**src/design/mavg_consts.svh**
```systemverilog
//--------------------------------------------------------------------------
// Constants for the moving-average block: settings addresses, data
// widths, readback filler and divider latency
//--------------------------------------------------------------------------
`ifndef MAVG_CONSTS_SVH
`define MAVG_CONSTS_SVH

// Settings bus addresses
`define MAVG_SR_SUM_LEN 8'd192
`define MAVG_SR_DIVISOR 8'd193

// Width of one I or Q part
`define MAVG_SAMPLE_W 16

// Width of a running sum and of the divisor
`define MAVG_SUM_W 24

// History depth is 2**8, so window lengths up to 255
`define MAVG_MAX_LEN_LOG2 8

// Divider start to done, in ce_clk cycles
`define MAVG_DIV_CYCLES 26

// Returned for readback addresses with no register
`define MAVG_RB_FILLER 32'h0BADC0DE

`endif

```
**src/design/mavg_data_pkg.sv**
```systemverilog
//--------------------------------------------------------------------------
// Sample, running sum and divider request/response types
//--------------------------------------------------------------------------
`default_nettype none

`include "mavg_consts.svh"

package mavg_data_pkg;

  // Complex baseband sample, I in the upper half
  typedef struct packed {
    logic signed [`MAVG_SAMPLE_W-1:0] i;
    logic signed [`MAVG_SAMPLE_W-1:0] q;
  } iq_sample_t;

  typedef logic signed [`MAVG_SUM_W-1:0] sum_t;

  // Operands are sampled in the start cycle only
  typedef struct packed {
    logic                   start;
    sum_t                   dividend;
    logic [`MAVG_SUM_W-1:0] divisor;
  } div_req_t;

  // Quotient is valid in the done cycle only
  typedef struct packed {
    logic                             done;
    logic signed [`MAVG_SAMPLE_W-1:0] quotient;
  } div_rsp_t;

endpackage

`default_nettype wire

```
**src/design/divide_int24.sv**
```systemverilog
//--------------------------------------------------------------------------
// Sequential signed 24 by 24 restoring divider, fixed latency
//--------------------------------------------------------------------------
`timescale 1ns/1ps
`default_nettype none

`include "mavg_consts.svh"

module divide_int24
  import mavg_data_pkg::*;
(
  input  wire logic     ce_clk,
  input  wire logic     i_arst_n,
  input  wire div_req_t i_req,
  output div_rsp_t      o_rsp
);

  localparam int W     = `MAVG_SUM_W;
  localparam int STEPS = W;
  localparam int CW    = $clog2(STEPS + 1);

  logic                             busy;
  logic                             take;
  logic                             last_step;
  logic [CW-1:0]                    step_cnt;
  logic                             done_r;
  logic                             neg;
  logic [W-1:0]                     dvs_mag;
  logic [W-1:0]                     quo;
  logic [W-1:0]                     rem;
  logic [W:0]                       rem_sh;
  logic [W:0]                       trial;
  logic                             fits;
  logic signed [W-1:0]              quo_signed;
  logic signed [`MAVG_SAMPLE_W-1:0] quot_r;

  assign take      = i_req.start && !busy;
  assign last_step = (step_cnt == CW'(STEPS));

  // One restoring step: shift in the next dividend bit, try to subtract
  always_comb begin
    rem_sh     = {rem, quo[W-1]};
    trial      = rem_sh - {1'b0, dvs_mag};
    fits       = (rem_sh >= {1'b0, dvs_mag});
    quo_signed = neg ? -$signed(quo) : $signed(quo);
  end

  always_ff @(posedge ce_clk or negedge i_arst_n) begin
    if (!i_arst_n) begin
      busy     <= 1'b0;
      step_cnt <= '0;
      done_r   <= 1'b0;
    end else begin
      done_r <= 1'b0;
      if (take) begin
        busy     <= 1'b1;
        step_cnt <= '0;
      end else if (busy) begin
        if (last_step) begin
          busy   <= 1'b0;
          done_r <= 1'b1;
        end else begin
          step_cnt <= step_cnt + 1'b1;
        end
      end
    end
  end

  always_ff @(posedge ce_clk) begin
    if (take) begin
      // Work on magnitudes, sign goes back on at the end
      quo     <= i_req.dividend[W-1] ? W'(-i_req.dividend) : W'(i_req.dividend);
      dvs_mag <= i_req.divisor[W-1] ? -i_req.divisor : i_req.divisor;
      neg     <= i_req.dividend[W-1] ^ i_req.divisor[W-1];
      rem     <= '0;
    end else if (busy) begin
      if (last_step) begin
        quot_r <= quo_signed[`MAVG_SAMPLE_W-1:0];
      end else begin
        rem <= fits ? trial[W-1:0] : rem_sh[W-1:0];
        quo <= {quo[W-2:0], fits};
      end
    end
  end

  assign o_rsp = '{done: done_r, quotient: quot_r};

  a_start_when_idle: assert property (@(posedge ce_clk) disable iff (!i_arst_n)
    i_req.start |-> !busy)
    else $error("divider start while a division is running");

  // Scheduler timing relies on this latency
  a_fixed_latency: assert property (@(posedge ce_clk) disable iff (!i_arst_n)
    done_r |-> $past(i_req.start, `MAVG_DIV_CYCLES))
    else $error("divider done without a start %0d cycles earlier", `MAVG_DIV_CYCLES);

endmodule

`default_nettype wire

```
**config.mk**
```make
export PLATFORM = sky130hd
export DESIGN_NAME = divide_int24
export DESIGN_NICKNAME = d
export VERILOG_FILES = /design/src/design/mavg_data_pkg.sv /design/src/design/divide_int24.sv
export VERILOG_INCLUDE_DIRS = /design/src /design/src/design
export SDC_FILE = /design/constraint.sdc
export NUM_CORES = 1
export LEC_CHECK = 0
export BUFFER_PORTS_ARGS = -buffer_cell sky130_fd_sc_hd__buf_4
export CORE_ASPECT_RATIO = 0.7
export CORE_UTILIZATION = 44
export DETAILED_ROUTE_END_ITERATION = 10
export GPL_TIMING_DRIVEN = 0
export PLACE_DENSITY = 0.6
export SYNTH_ARGS = -nofsm -noshare
export SYNTH_HDL_FRONTEND = slang
export SYNTH_SLANG_ARGS = --single-unit
```
**constraint.sdc**
```tcl
create_clock -name ce_clk -period 3.9 [get_ports ce_clk]
set_clock_uncertainty 0.1 [all_clocks]
set_input_delay 0.585 -clock ce_clk [delete_from_list [all_inputs] [get_ports ce_clk]]
set_output_delay 0.585 -clock ce_clk [all_outputs]
set_load 0.01 [all_outputs]
```
Yosys cells after proc, flatten, opt, wreduce, memory -nomap -nowiden
Cells that the tools add are included.
- output and inout bits: 17
- flip-flop bits (word level): 96
- input bits: 51
- reduce and logical (&&, ||, !) cells: 6
- bitwise gates (word level): 3
- magnitude comparators: 1
- add/sub/neg operators: 5
- eq/ne operators: 2
- multiplexer cells: 16
- operators by type and width (operator ; number):
    $mux 24 ; 5
    $neg 24->24 ; 2
    $ge 25x24->1 ; 1
    $sub 24x24->24 ; 1
    $mux 23 ; 1
    $mux 16 ; 1
    $neg 16->16 ; 1
    $mux 5 ; 3
    $mux 1 ; 6
    $add 5x1->5 const B ; 1
    $eq 5x5->1 const B ; 1
    $reduce_and 2->1 ; 2
    $reduce_and 3->1 ; 1
    $ne 2x2->1 const B ; 1
    $not 1->1 ; 2
    $reduce_bool 2->1 ; 1
    $logic_and 1x1->1 ; 1
    $logic_not 1->1 ; 1
    $xor 1x1->1 ; 1

Longest topological paths before layout
Gate-level depths: netlist (run 1).
- depth after elaboration: 4
- mapped depth: 12
- mapped depth without buffers: 11

Worst setup path before layout (run 1)
No wires, ideal clock.
- path type: input port to flip-flop
- start point: in i_req[48] (netlist bit)
- end point: reg quo[0] (enable)
- cell stages on the path: 6
- required time: 3.437 ns
- setup slack: 0.878 ns
- data arrival time: 2.559 ns
- setup time: 0.363 ns
- cells stage by stage: nand2_1 > buf_6 > clkinv_1 > nor2_1 > clkbuf_1 > inv_1
- word-level cells in the longest chain between the ends: 3
- elaborated cells between the ends (all ways): 4
- RTL lines (element ; line ; text):
    start, declared ; divide_int24.sv:14 ; input wire div_req_t i_req,
    $logic_and 1x1->1 (*) ; divide_int24.sv:37 ; assign take = i_req.start && !busy;
    via take ; divide_int24.sv:23 ; logic take;
    $ne 2x2->1 (no line) or $reduce_bool 2->1 (tied branches) ; -- ;
    $reduce_and 2->1 (no line) (*) ; -- ;
    end signal, assigned ; divide_int24.sv:72 ; quo <= i_req.dividend[W-1] ? W'(-i_req.dividend) : W'(i_req.dividend);
    end signal, assigned ; divide_int24.sv:81 ; quo <= {quo[W-2:0], fits};
    end, declared ; divide_int24.sv:29 ; logic [W-1:0] quo;
The timed path passes the listed nets; every way through them passes the cells marked *.
A chain may end at the register's enable or synchronous reset.

Worst setup path in the final report (run 1)
- start point: reg busy
- end point: reg quo[20] (enable)
- word-level cells in the longest chain between the ends: 4
- elaborated cells between the ends (all ways): 5
- RTL lines (element ; line ; text):
    start, declared ; divide_int24.sv:22 ; logic busy;
    start signal, assigned ; divide_int24.sv:50 ; busy <= 1'b0;
    start signal, assigned ; divide_int24.sv:56 ; busy <= 1'b1;
    start signal, assigned ; divide_int24.sv:60 ; busy <= 1'b0;
    $logic_not 1->1 (*) ; divide_int24.sv:37 ;
    $logic_and 1x1->1 (*) ; divide_int24.sv:37 ;
    via take ; divide_int24.sv:23 ;
    $ne 2x2->1 (no line) or $reduce_bool 2->1 (tied branches) ; -- ;
    $reduce_and 2->1 (no line) (*) ; -- ;
Marks and branches as above.

==> run_results.csv, run 1 <==
group,metric,value,unit
global_routing,grt_pass1_vias,4556,
critical_path,slowest_delay,680,ps
synthesis,synth_top_area_frac,0.322,
critical_path,cp-end-kind,"flop",
timing,whs,345,ps
routing,drtAntennaViolNets,0,
timing,hold_viol,0,
clocking,cts_setup_buffers,0,
clocking,tritoncts,"yes",
power,switching_power,2.25,mW
finish,drive_gt1_frac,0.146,
placed_design,gp_congestion,0.881,
timing,maxSlewViolCount,0,
synthesis,synth_compound_area_frac,0.177,
die,die_y,100,um
synthesis,muxShareOfSynthArea,0.0132,
clocking,clockBufferDepth,2,
global_routing,grt_overflow,0,
power,comb_power_share,0.480,
power,leakagePower,2.88,nW
finish,final_cell_mix,"79 x o21ai_0, 77 x nand2_1, 69 x buf_4",
power,seq_power_share,0.352,
clocking,cts_root_buffer,"clkbuf_16",
synthesis,synth_cells,644,
die,start_util,0.455,
run_status,status,"complete, no violations",
synthesis,yosys_warnings,0,
routing,dr_total_vias,4907,
timing,worst_pin_slew,1200,ps
worst_hold_path,hold_class,"input port to flop",
finish,syn2layout_area_growth,17.3,%
finish,antenna_cells,0,
timing,slew_headroom,0.197,
clocking,cts.htree.levels,3,
global_routing,grt_max_degree,33,
critical_path,timing.rr.start,"busy$_DFF_PN0_",
clocking,clock-sinks,96,
synthesis,synthXorXnorAreaFrac,0.111,
synthesis,yosysSeqAreaShare,0.430,
placed_design,dp_hpwl,10.8,mm
routing,drc,0,
routing,dr.pass1.iters,4,
timing,rsz0062_at_grt,"false",
worst_hold_path,hold_depth,1,
timing,max_freq,0.289,GHz
synthesis,synth_edf_count,65,
critical_path,crit_fanout,32,
critical_path,cp.required,3730,ps
timing,period_needed,3460,ps
run,maxCapViolations,0,
synthesis,synth.area.top_cells,"edfxtp_1 32%, dfxtp_1 7.9%, o21ai_0 6.5%",
synthesis,async_flop_share,0.0729,
critical_path,worstReg2RegEnd,"quo[20]$_DFFE_PP_",
synthesis,syn_area_per_cell,9.41,sq um
synthesis,synth_top_family_by_area,"compound AO/OA/AOI/OAI gates",
die,rows,35,
critical_path,critPathCapture,"quo[20]$_DFFE_PP_",
synthesis,synth_area,6060,sq um
critical_path,path_class,"flop to flop",
global_routing,grt_usage,0.205,
finish,final_common_cell,"o21ai_0",
synthesis,yosysUniqueCellTypes,61,
synthesis,synth_nets,725,
placed_design,numPortBuffers,67,
timing,post-route-period-util,0.886,
die,die_w,142,um
routing,wirelength,13.9,mm
global_routing,antenna_found_initial,0,
clocking,cts_buffers,9,
synthesis,ys.flop_type,"edfxtp_1",
global_routing,grt_pass1_wl,22.9,mm
finish,finalNonFillerCells,913,
power,clkPwrFrac,0.168,
timing,setup_viol,0,
routing,vias_per_cell,5.37,
critical_path,cp_cell_sequence,"inv_1 > nand2_1 > buf_6 > clkinv_2 > nor2_1 > clkbuf_1 > inv_1",
finish,final_nets,804,
die,coreArea,13300,sq um
synthesis,synth_top_area_cell,"edfxtp_1",
worst_hold_path,worst_hold_startpoint,"i_req[0]",
critical_path,arrival,3290,ps
critical_path,reg2reg_depth,7,
critical_path,r2r_slack,440,ps
clocking,path_clk_slew,70,ps
power,power_density,759,nW/um^2
synthesis,synthSimpleGateAreaFrac,0.158,
synthesis,synthAdderAreaFrac,0.0632,
routing,routedWlPerCell,15.2,um
die,dieArea,14200,sq um
placed_design,place_inst,896,
critical_path,cp-startpoint,"busy$_DFF_PN0_",
critical_path,cp_common_cell,"inv_1",
finish,final_util,0.534,
routing,dr.first_iter.drc_count,426,
power,ir_drop,0.000372,V
clocking,clk_latency,350,ps
power,p_int,3.15,mW
synthesis,synth_seq_cells,96,
power,swShare,0.416,
critical_path,crit_slowest_cell,"nor2_1",
die,ios,68,
critical_path,critPathLaunchType,"flop",
## metal layers
metal	wire, um	vias to the layer above	share of wire	GRT usage
met5	0	-	0	0
met4	178	0	0.013	0.0521
li1	-	2482	-	-
met3	704	13	0.051	0.0344
met2	5690	118	0.41	0.301
met1	7340	2294	0.53	0.311
## what timing repair did
item | in CTS | in global routing
hold buffers | 1 | 0
gates resized for setup | 1 | 0
setup endpoints to repair | 25 | 0
hold endpoints to repair | 7 | 0
## cell type report
type                            count  area (sq um)
Fill cell                        1238          6200
Multi-Input combinational cell    485          3170
Sequential cell                    96          2610
Timing Repair Buffer               68           513
Tap cell                          185           231
Clock buffer                        9           225
Inverter                           40           151
Buffer                             23           131
Clock inverter                      7          78.8
## worst max-delay path, delay by kind of cell, from the launching register on
family | cells | cell delay [ps]
and+or+nand+nor | 2 | 810
buffers and inverters | 5 | 1720
DFF | 1 | 400
## through the flow
stage	setup WS (ps)	power (mW)	cell area (sq um)	setup TNS, ps
floorplan	878	3.78	6060	0
global placement	-333	4.40	6790	-8180
detailed placement	-421	4.48	6790	-10400
CTS	418	5.40	7110	0
global route	141	5.83	7110	0
finish	443	5.39	7110	0
## state kept, by name, summed over array words and instances (netlist names)
name / count
step_cnt: 5
done_r: 1
neg: 1
busy: 1
dvs_mag: 24
quo: 24
quot_r: 16
rem: 24
## cells by family after synthesis
logic type / after synthesis
compound gates: 173
xor+xnor: 77
fa+ha+maj: 30
buf+inv: 63
flops: 96
mux: 8
simple gates: 197
## cells in the mapped netlist (3+ instances only)
| master | count |
|---|---|
| nor2_1 | 32 |
| dfrtp_1 | 7 |
| edfxtp_1 | 65 |
| a22oi_1 | 3 |
| clkbuf_1 | 11 |
| nor3_1 | 13 |
| a32oi_1 | 6 |
| and3_1 | 3 |
| o41ai_1 | 8 |
| nand2b_1 | 10 |
| buf_2 | 5 |
| mux2i_1 | 8 |
| nand3_1 | 18 |
| a21o_1 | 4 |
| buf_6 | 3 |
| o21bai_1 | 3 |
| a211oi_1 | 3 |
| or3_1 | 8 |
| nand4_1 | 4 |
| nand2_1 | 77 |
| o31ai_1 | 15 |
| or4_1 | 5 |
| ha_1 | 29 |
| xnor2_1 | 41 |
| dfxtp_1 | 24 |
| inv_1 | 39 |
| a21oi_1 | 32 |
| xor2_1 | 36 |
| o21ai_0 | 79 |
| nor4_1 | 5 |
| nor2b_1 | 8 |
## worst min path at each step
| stage | endpoint |
|---|---|
| CTS | dvs_mag[0]$_DFFE_PP_ |
| finish | dvs_mag[0]$_DFFE_PP_ |
| global placement | done_r$_DFF_PN0_ |
| floorplan | busy$_DFF_PN0_ |
| detailed placement | done_r$_DFF_PN0_ |
| global route | dvs_mag[0]$_DFFE_PP_ |
## power groups by stage
stage	registers, mW	clock network [mW]	logic (mW)
after floorplan	1.80	0	1.97
after global placement	1.90	0	2.50
after detailed placement	1.91	0	2.57
after CTS	1.89	0.927	2.58
after global routing	1.94	0.961	2.93
final	1.90	0.907	2.59
No activity file was read; power rests on OpenSTA's default activity.
==> run 2: changes to the inputs <==
--- a/config.mk
+++ b/config.mk
@@ -8,10 +8,11 @@
 export LEC_CHECK = 0
 export BUFFER_PORTS_ARGS = -buffer_cell sky130_fd_sc_hd__buf_4
 export CORE_ASPECT_RATIO = 0.7
-export CORE_UTILIZATION = 44
+export CORE_UTILIZATION = 54
+export CTS_BUF_LIST = sky130_fd_sc_hd__clkbuf_2
 export DETAILED_ROUTE_END_ITERATION = 10
 export GPL_TIMING_DRIVEN = 0
-export PLACE_DENSITY = 0.6
+export PLACE_DENSITY = 0.71
 export SYNTH_ARGS = -nofsm -noshare
 export SYNTH_HDL_FRONTEND = slang
 export SYNTH_SLANG_ARGS = --single-unit
==> run 2 against run 1 <==
  * Wire length shrank 1.6%
  * Clock power decreased by 43%
  * Non-clock buffer count unchanged
  * Maximum frequency grew 1.6%
  * Sequential power is essentially flat
  * Flip-flop and latch count unchanged
  * Die area is 18% lower
  * Setup slack better by 55 ps
  * Critical path type unchanged
  * Largest cell class unchanged
  * Largest power group unchanged
  * Highest routed layer unchanged
==> run_results.csv, run 2 (synthesis results as in run 1) <==
group,metric,value,unit
critical_path,path_class,"flop to flop",
timing,period_needed,3400,ps
global_routing,grt_usage,0.248,
clocking,path_clk_slew,250,ps
critical_path,cp_cell_sequence,"inv_1 > nand2_1 > buf_6 > clkinv_2 > nor2_1 > clkbuf_1 > inv_1",
timing,fin_setup_tns,0,ps
worst_hold_path,hold_class,"input port to flop",
routing,vias_per_cell,5.73,
clocking,clock-sinks,96,
die,coreArea,10600,sq um
routing,drc,0,
placed_design,place_area,6750,sq um
routing,routedWlPerCell,15.6,um
timing,slew_headroom,0.208,
timing,finalWorstSetupSlack,498,ps
timing,worst_pin_slew,1180,ps
clocking,clk_latency,600,ps
power,power_density,727,nW/um^2
clocking,cts_setup_buffers,0,
critical_path,critPathLaunchType,"flop",
placed_design,pre_cts_ws,-396,ps
clocking,clockBufferDepth,2,
critical_path,cp.required,4000,ps
power,p_int,2.80,mW
global_routing,antenna_found_initial,0,
critical_path,crit_buf_inv,5,
clocking,cts_root_buffer,"clkbuf_2",
critical_path,crit_fanout,32,
die,start_util,0.570,
global_routing,grt_max_degree,33,
critical_path,slowest_delay,600,ps
clocking,cts_buffers,9,
placed_design,place_inst,859,
routing,dr.pass1.iters,5,
finish,final_cell_mix,"79 x o21ai_0, 77 x nand2_1, 69 x buf_4",
power,switching_power,2.20,mW
routing,dr_total_vias,5016,
critical_path,cp_common_cell,"inv_1",
run_status,status,"complete, no violations",
critical_path,arrival,3510,ps
finish,syn2layout_area_growth,13.5,%
timing,hold_viol,0,
run,maxCapViolations,0,
power,clkPwrFrac,0.103,
critical_path,crit_slowest_cell,"nor2_1",
critical_path,cp-end-kind,"flop",
finish,final_common_cell,"o21ai_0",
finish,fillers,956,
placed_design,numPortBuffers,67,
power,comb_power_share,0.518,
die,ios,68,
power,total_power,5.00,mW
timing,post-route-period-util,0.872,
die,dieArea,11700,sq um
timing,max_freq,0.294,GHz
die,die_y,90.6,um
power,seq_power_share,0.378,
power,leakagePower,2.81,nW
timing,rsz0062_at_grt,"false",
finish,final_nets,804,
clocking,cts.htree.levels,3,
placed_design,gp_congestion,0.880,
placed_design,dp_hpwl,10.6,mm
die,die_w,129,um
timing,maxSlewViolCount,0,
finish,drive_gt1_frac,0.146,
power,ir_drop,0.000365,V
timing,setup_viol,0,
routing,dr.first_iter.drc_count,351,
critical_path,crit_family,"buffers and inverters",
global_routing,grt_overflow,0,
die,rows,31,
finish,final_cell_area,6880,sq um
power,swShare,0.440,
global_routing,grt_pass1_vias,4681,
clocking,tritoncts,"yes",
finish,largest_registers,"dvs_mag (24), quo (24), rem (24)",
global_routing,grt_pass1_wl,22.6,mm
finish,antenna_cells,0,
routing,drtAntennaViolNets,0,
finish,finalNonFillerCells,876,
routing,wirelength,13.7,mm
-- run 2: timing repair --
action                                  CTS  global route
endpoints found under the setup margin   25             0
gates resized for setup                   1             0
endpoints found under the hold margin     7             0
hold buffers                              1             0
-- run 2: cell type report --
type	instances	area (sq um)	area share
clock buffer	9	45.0	0.00655
sequential	96	2610	0.379
buffer	23	131	0.0191
multi-input combinational	485	3170	0.461
inverter	40	151	0.0220
tap	148	185	0.0269
clock inverter	7	76.3	0.0111
timing repair buffer	68	513	0.0746
-- run 2: metrics by stage --
stage                     hold slack [ps]  utilization
after detailed placement              304        0.635
after global routing                 59.5        0.647
after floorplan                       189            -
after global placement                301        0.635
after CTS                            72.9        0.647
final                                90.8        0.647
-- run 2: worst paths after layout --
kind / startpoint / end / cells past startpoint / slack (ps)
worst max-delay path: busy$_DFF_PN0_ / quo[15]$_DFFE_PP_ / 7 / 500
worst min-delay path: i_req[0] / dvs_mag[0]$_DFFE_PP_ / 1 / 90
worst max register to register: busy$_DFF_PN0_ / quo[15]$_DFFE_PP_ / 7 / 500
worst min register to register: rem[16]$_SDFFE_PP0P_ / rem[16]$_SDFFE_PP0P_ / 2 / 410
max in group asynchronous: i_arst_n / step_cnt[4]$_DFFE_PN0P_ / 2 / 3370
min in group asynchronous: i_arst_n / step_cnt[3]$_DFFE_PN0P_ / 2 / 190
-- run 2: per-layer routing --
layer,up-vias,share of wire,global-route usage,wire [um]
li1,2487,-,-,-
met1,2390,0.50,0.365,6840
met2,129,0.43,0.374,5950
met3,10,0.059,0.0521,804
met4,0,0.0069,0.0490,95
met5,-,0,0,0
-- run 2: power by group through the flow --
stage	combinational (mW)	sequential (mW)	clock, mW
5_1_grt	2.92	1.94	0.567
3_5_place_dp	2.55	1.92	0
4_1_cts	2.57	1.89	0.524
3_3_place_gp	2.46	1.90	0
2_1_floorplan	1.97	1.80	0
6_report	2.59	1.89	0.517
==> run 3: changes to the inputs <==
--- a/config.mk
+++ b/config.mk
@@ -11,7 +11,6 @@
 export CORE_UTILIZATION = 54
 export CTS_BUF_LIST = sky130_fd_sc_hd__clkbuf_2
 export DETAILED_ROUTE_END_ITERATION = 10
-export GPL_TIMING_DRIVEN = 0
 export PLACE_DENSITY = 0.71
 export SYNTH_ARGS = -nofsm -noshare
 export SYNTH_HDL_FRONTEND = slang
==> run 3 against run 2 <==
  * Wire length decreased by 5.3%
  * Critical path depth is 1 lower
  * Sequential power about the same
  * Highest routed layer unchanged
  * Clock-buffer cell count unchanged
  * Die area unchanged
  * Critical path type unchanged
  * Global-route usage decreased by 1.6 points
  * Worst hold slack improved by 2.7 ps
==> run_results.csv, run 3 (synthesis results as in run 1) <==
group,metric,value,unit
die,die_y,90.6,um
global_routing,grt_pass1_vias,4371,
placed_design,numPortBuffers,67,
power,leakagePower,2.77,nW
finish,drive_gt1_frac,0.138,
die,dieArea,11700,sq um
placed_design,place_inst,839,
clocking,cts-resized-gates,0,
routing,wirelength,13.0,mm
critical_path,cp.required,3980,ps
clocking,cts_root_buffer,"clkbuf_2",
die,coreArea,10600,sq um
finish,antenna_cells,0,
finish,final_nets,784,
critical_path,path_class,"flop to flop",
clocking,clk_latency,590,ps
routing,drtAntennaViolNets,0,
run,maxCapViolations,0,
clocking,cts.htree.levels,3,
worst_hold_path,hold_class,"input port to flop",
global_routing,antenna_found_initial,0,
routing,drc,0,
placed_design,dp_hpwl,10.0,mm
timing,fin_setup_tns,0,ps
clocking,tritoncts,"yes",
timing,max_freq,0.307,GHz
clocking,path_clk_slew,270,ps
clocking,clockBufferDepth,2,
finish,final_cell_area,6790,sq um
timing,post-route-period-util,0.834,
finish,final_cell_mix,"79 x o21ai_0, 77 x nand2_1, 70 x buf_4",
clocking,cts_setup_buffers,0,
routing,routedWlPerCell,15.1,um
run_status,status,"complete, no violations",
power,power_density,730,nW/um^2
timing,worst_pin_slew,1220,ps
finish,fillers,905,
die,die_w,129,um
global_routing,grt_usage,0.232,
timing,hold_viol,0,
clocking,clock-sinks,96,
global_routing,grt_overflow,0,
die,start_util,0.570,
timing,setup_viol,0,
finish,finalNonFillerCells,856,
critical_path,crit_fanout,25,
routing,dr_total_vias,4891,
finish,largest_registers,"dvs_mag (24), quo (24), rem (24)",
clocking,ctsHoldBuffers,1,
critical_path,cp-end-kind,"flop",
timing,period_needed,3250,ps
power,ir_drop,0.000418,V
die,rows,31,
finish,final_common_cell,"o21ai_0",
critical_path,critPathLaunchType,"flop",
routing,dr.first_iter.drc_count,359,
global_routing,grt_pass1_wl,21.1,mm
placed_design,place_area,6640,sq um
die,ios,68,
timing,maxSlewViolCount,0,
finish,syn2layout_area_growth,12.1,%
clocking,cts_buffers,9,
routing,dr.pass1.iters,5,
critical_path,arrival,3330,ps
routing,vias_per_cell,5.71,
global_routing,grt_max_degree,56,
timing,slew_headroom,0.185,
timing,rsz0062_at_grt,"false",
placed_design,gp_congestion,0.858,
run 3: changes by cell type in the layout (fill, tap and decap cells not counted):
cell / previous run / this run
clkinv_1: 1 / 2
buf_2: 5 / 0
buf_4: 69 / 70
dlymetal6s2s_1: 1 / 0
clkbuf_1: 11 / 0
inv_8: 1 / 0
clkinv_4: 0 / 1
buf_6: 3 / 0
bufinv_16: 1 / 2
clkinv_2: 2 / 0
buf_1: 1 / 0
run 3: worst paths after layout:
path                       slack [ps]                    start  depth (start not counted)                      end
max                               650  step_cnt[1]$_DFFE_PN0P_                          6        quo[20]$_DFFE_PP_
min                                90                 i_req[0]                          1     dvs_mag[0]$_DFFE_PP_
max reg2reg                       650  step_cnt[1]$_DFFE_PN0P_                          6        quo[20]$_DFFE_PP_
min reg2reg                       410     rem[16]$_SDFFE_PP0P_                          2     rem[16]$_SDFFE_PP0P_
max in group asynchronous        3360                 i_arst_n                          2  step_cnt[0]$_DFFE_PN0P_
min in group asynchronous         200                 i_arst_n                          2           busy$_DFF_PN0_
run 3: routing by layer:
layer / wire (um) / vias up / global-route usage
li1: - / 2439 / -
met1: 6480 / 2287 / 0.342
met2: 5600 / 147 / 0.344
met3: 747 / 18 / 0.0504
met4: 137 / 0 / 0.0569
met5: 0 / - / 0
run 3: critical path, cell delays in order (launching register included):
cell and delay, ps:
dfrtp_1 460, inv_1 80, ha_1 150, nand4b_1 160
and2_1 350, nor2_1 810, inv_1 730
run 3: final cells by class:
type / instances / area, sq um / area share
clock buffer: 9 / 45.0 / 0.00663
clock inverter: 7 / 98.8 / 0.0146
inverter: 40 / 150 / 0.0221
multi-input combinational: 485 / 3170 / 0.467
sequential: 96 / 2610 / 0.384
tap: 148 / 185 / 0.0273
timing repair buffer: 71 / 536 / 0.0789
run 3: per-stage QoR:
step	hold slack [ps]	util	power (mW)	worst slack, ps
detailed placement	305	0.625	4.38	711
finish	93.5	0.639	4.96	646
CTS	60.2	0.639	4.95	654
floorplan	189	-	3.78	878
global placement	303	0.625	4.29	850
global route	32.9	0.639	5.37	409
run 3: where the power goes:
group | internal (mW) | switching, mW
logic | 1.01 | 1.48
clock network | 0.219 | 0.350
registers | 1.59 | 0.315
total | 2.82 | 2.15
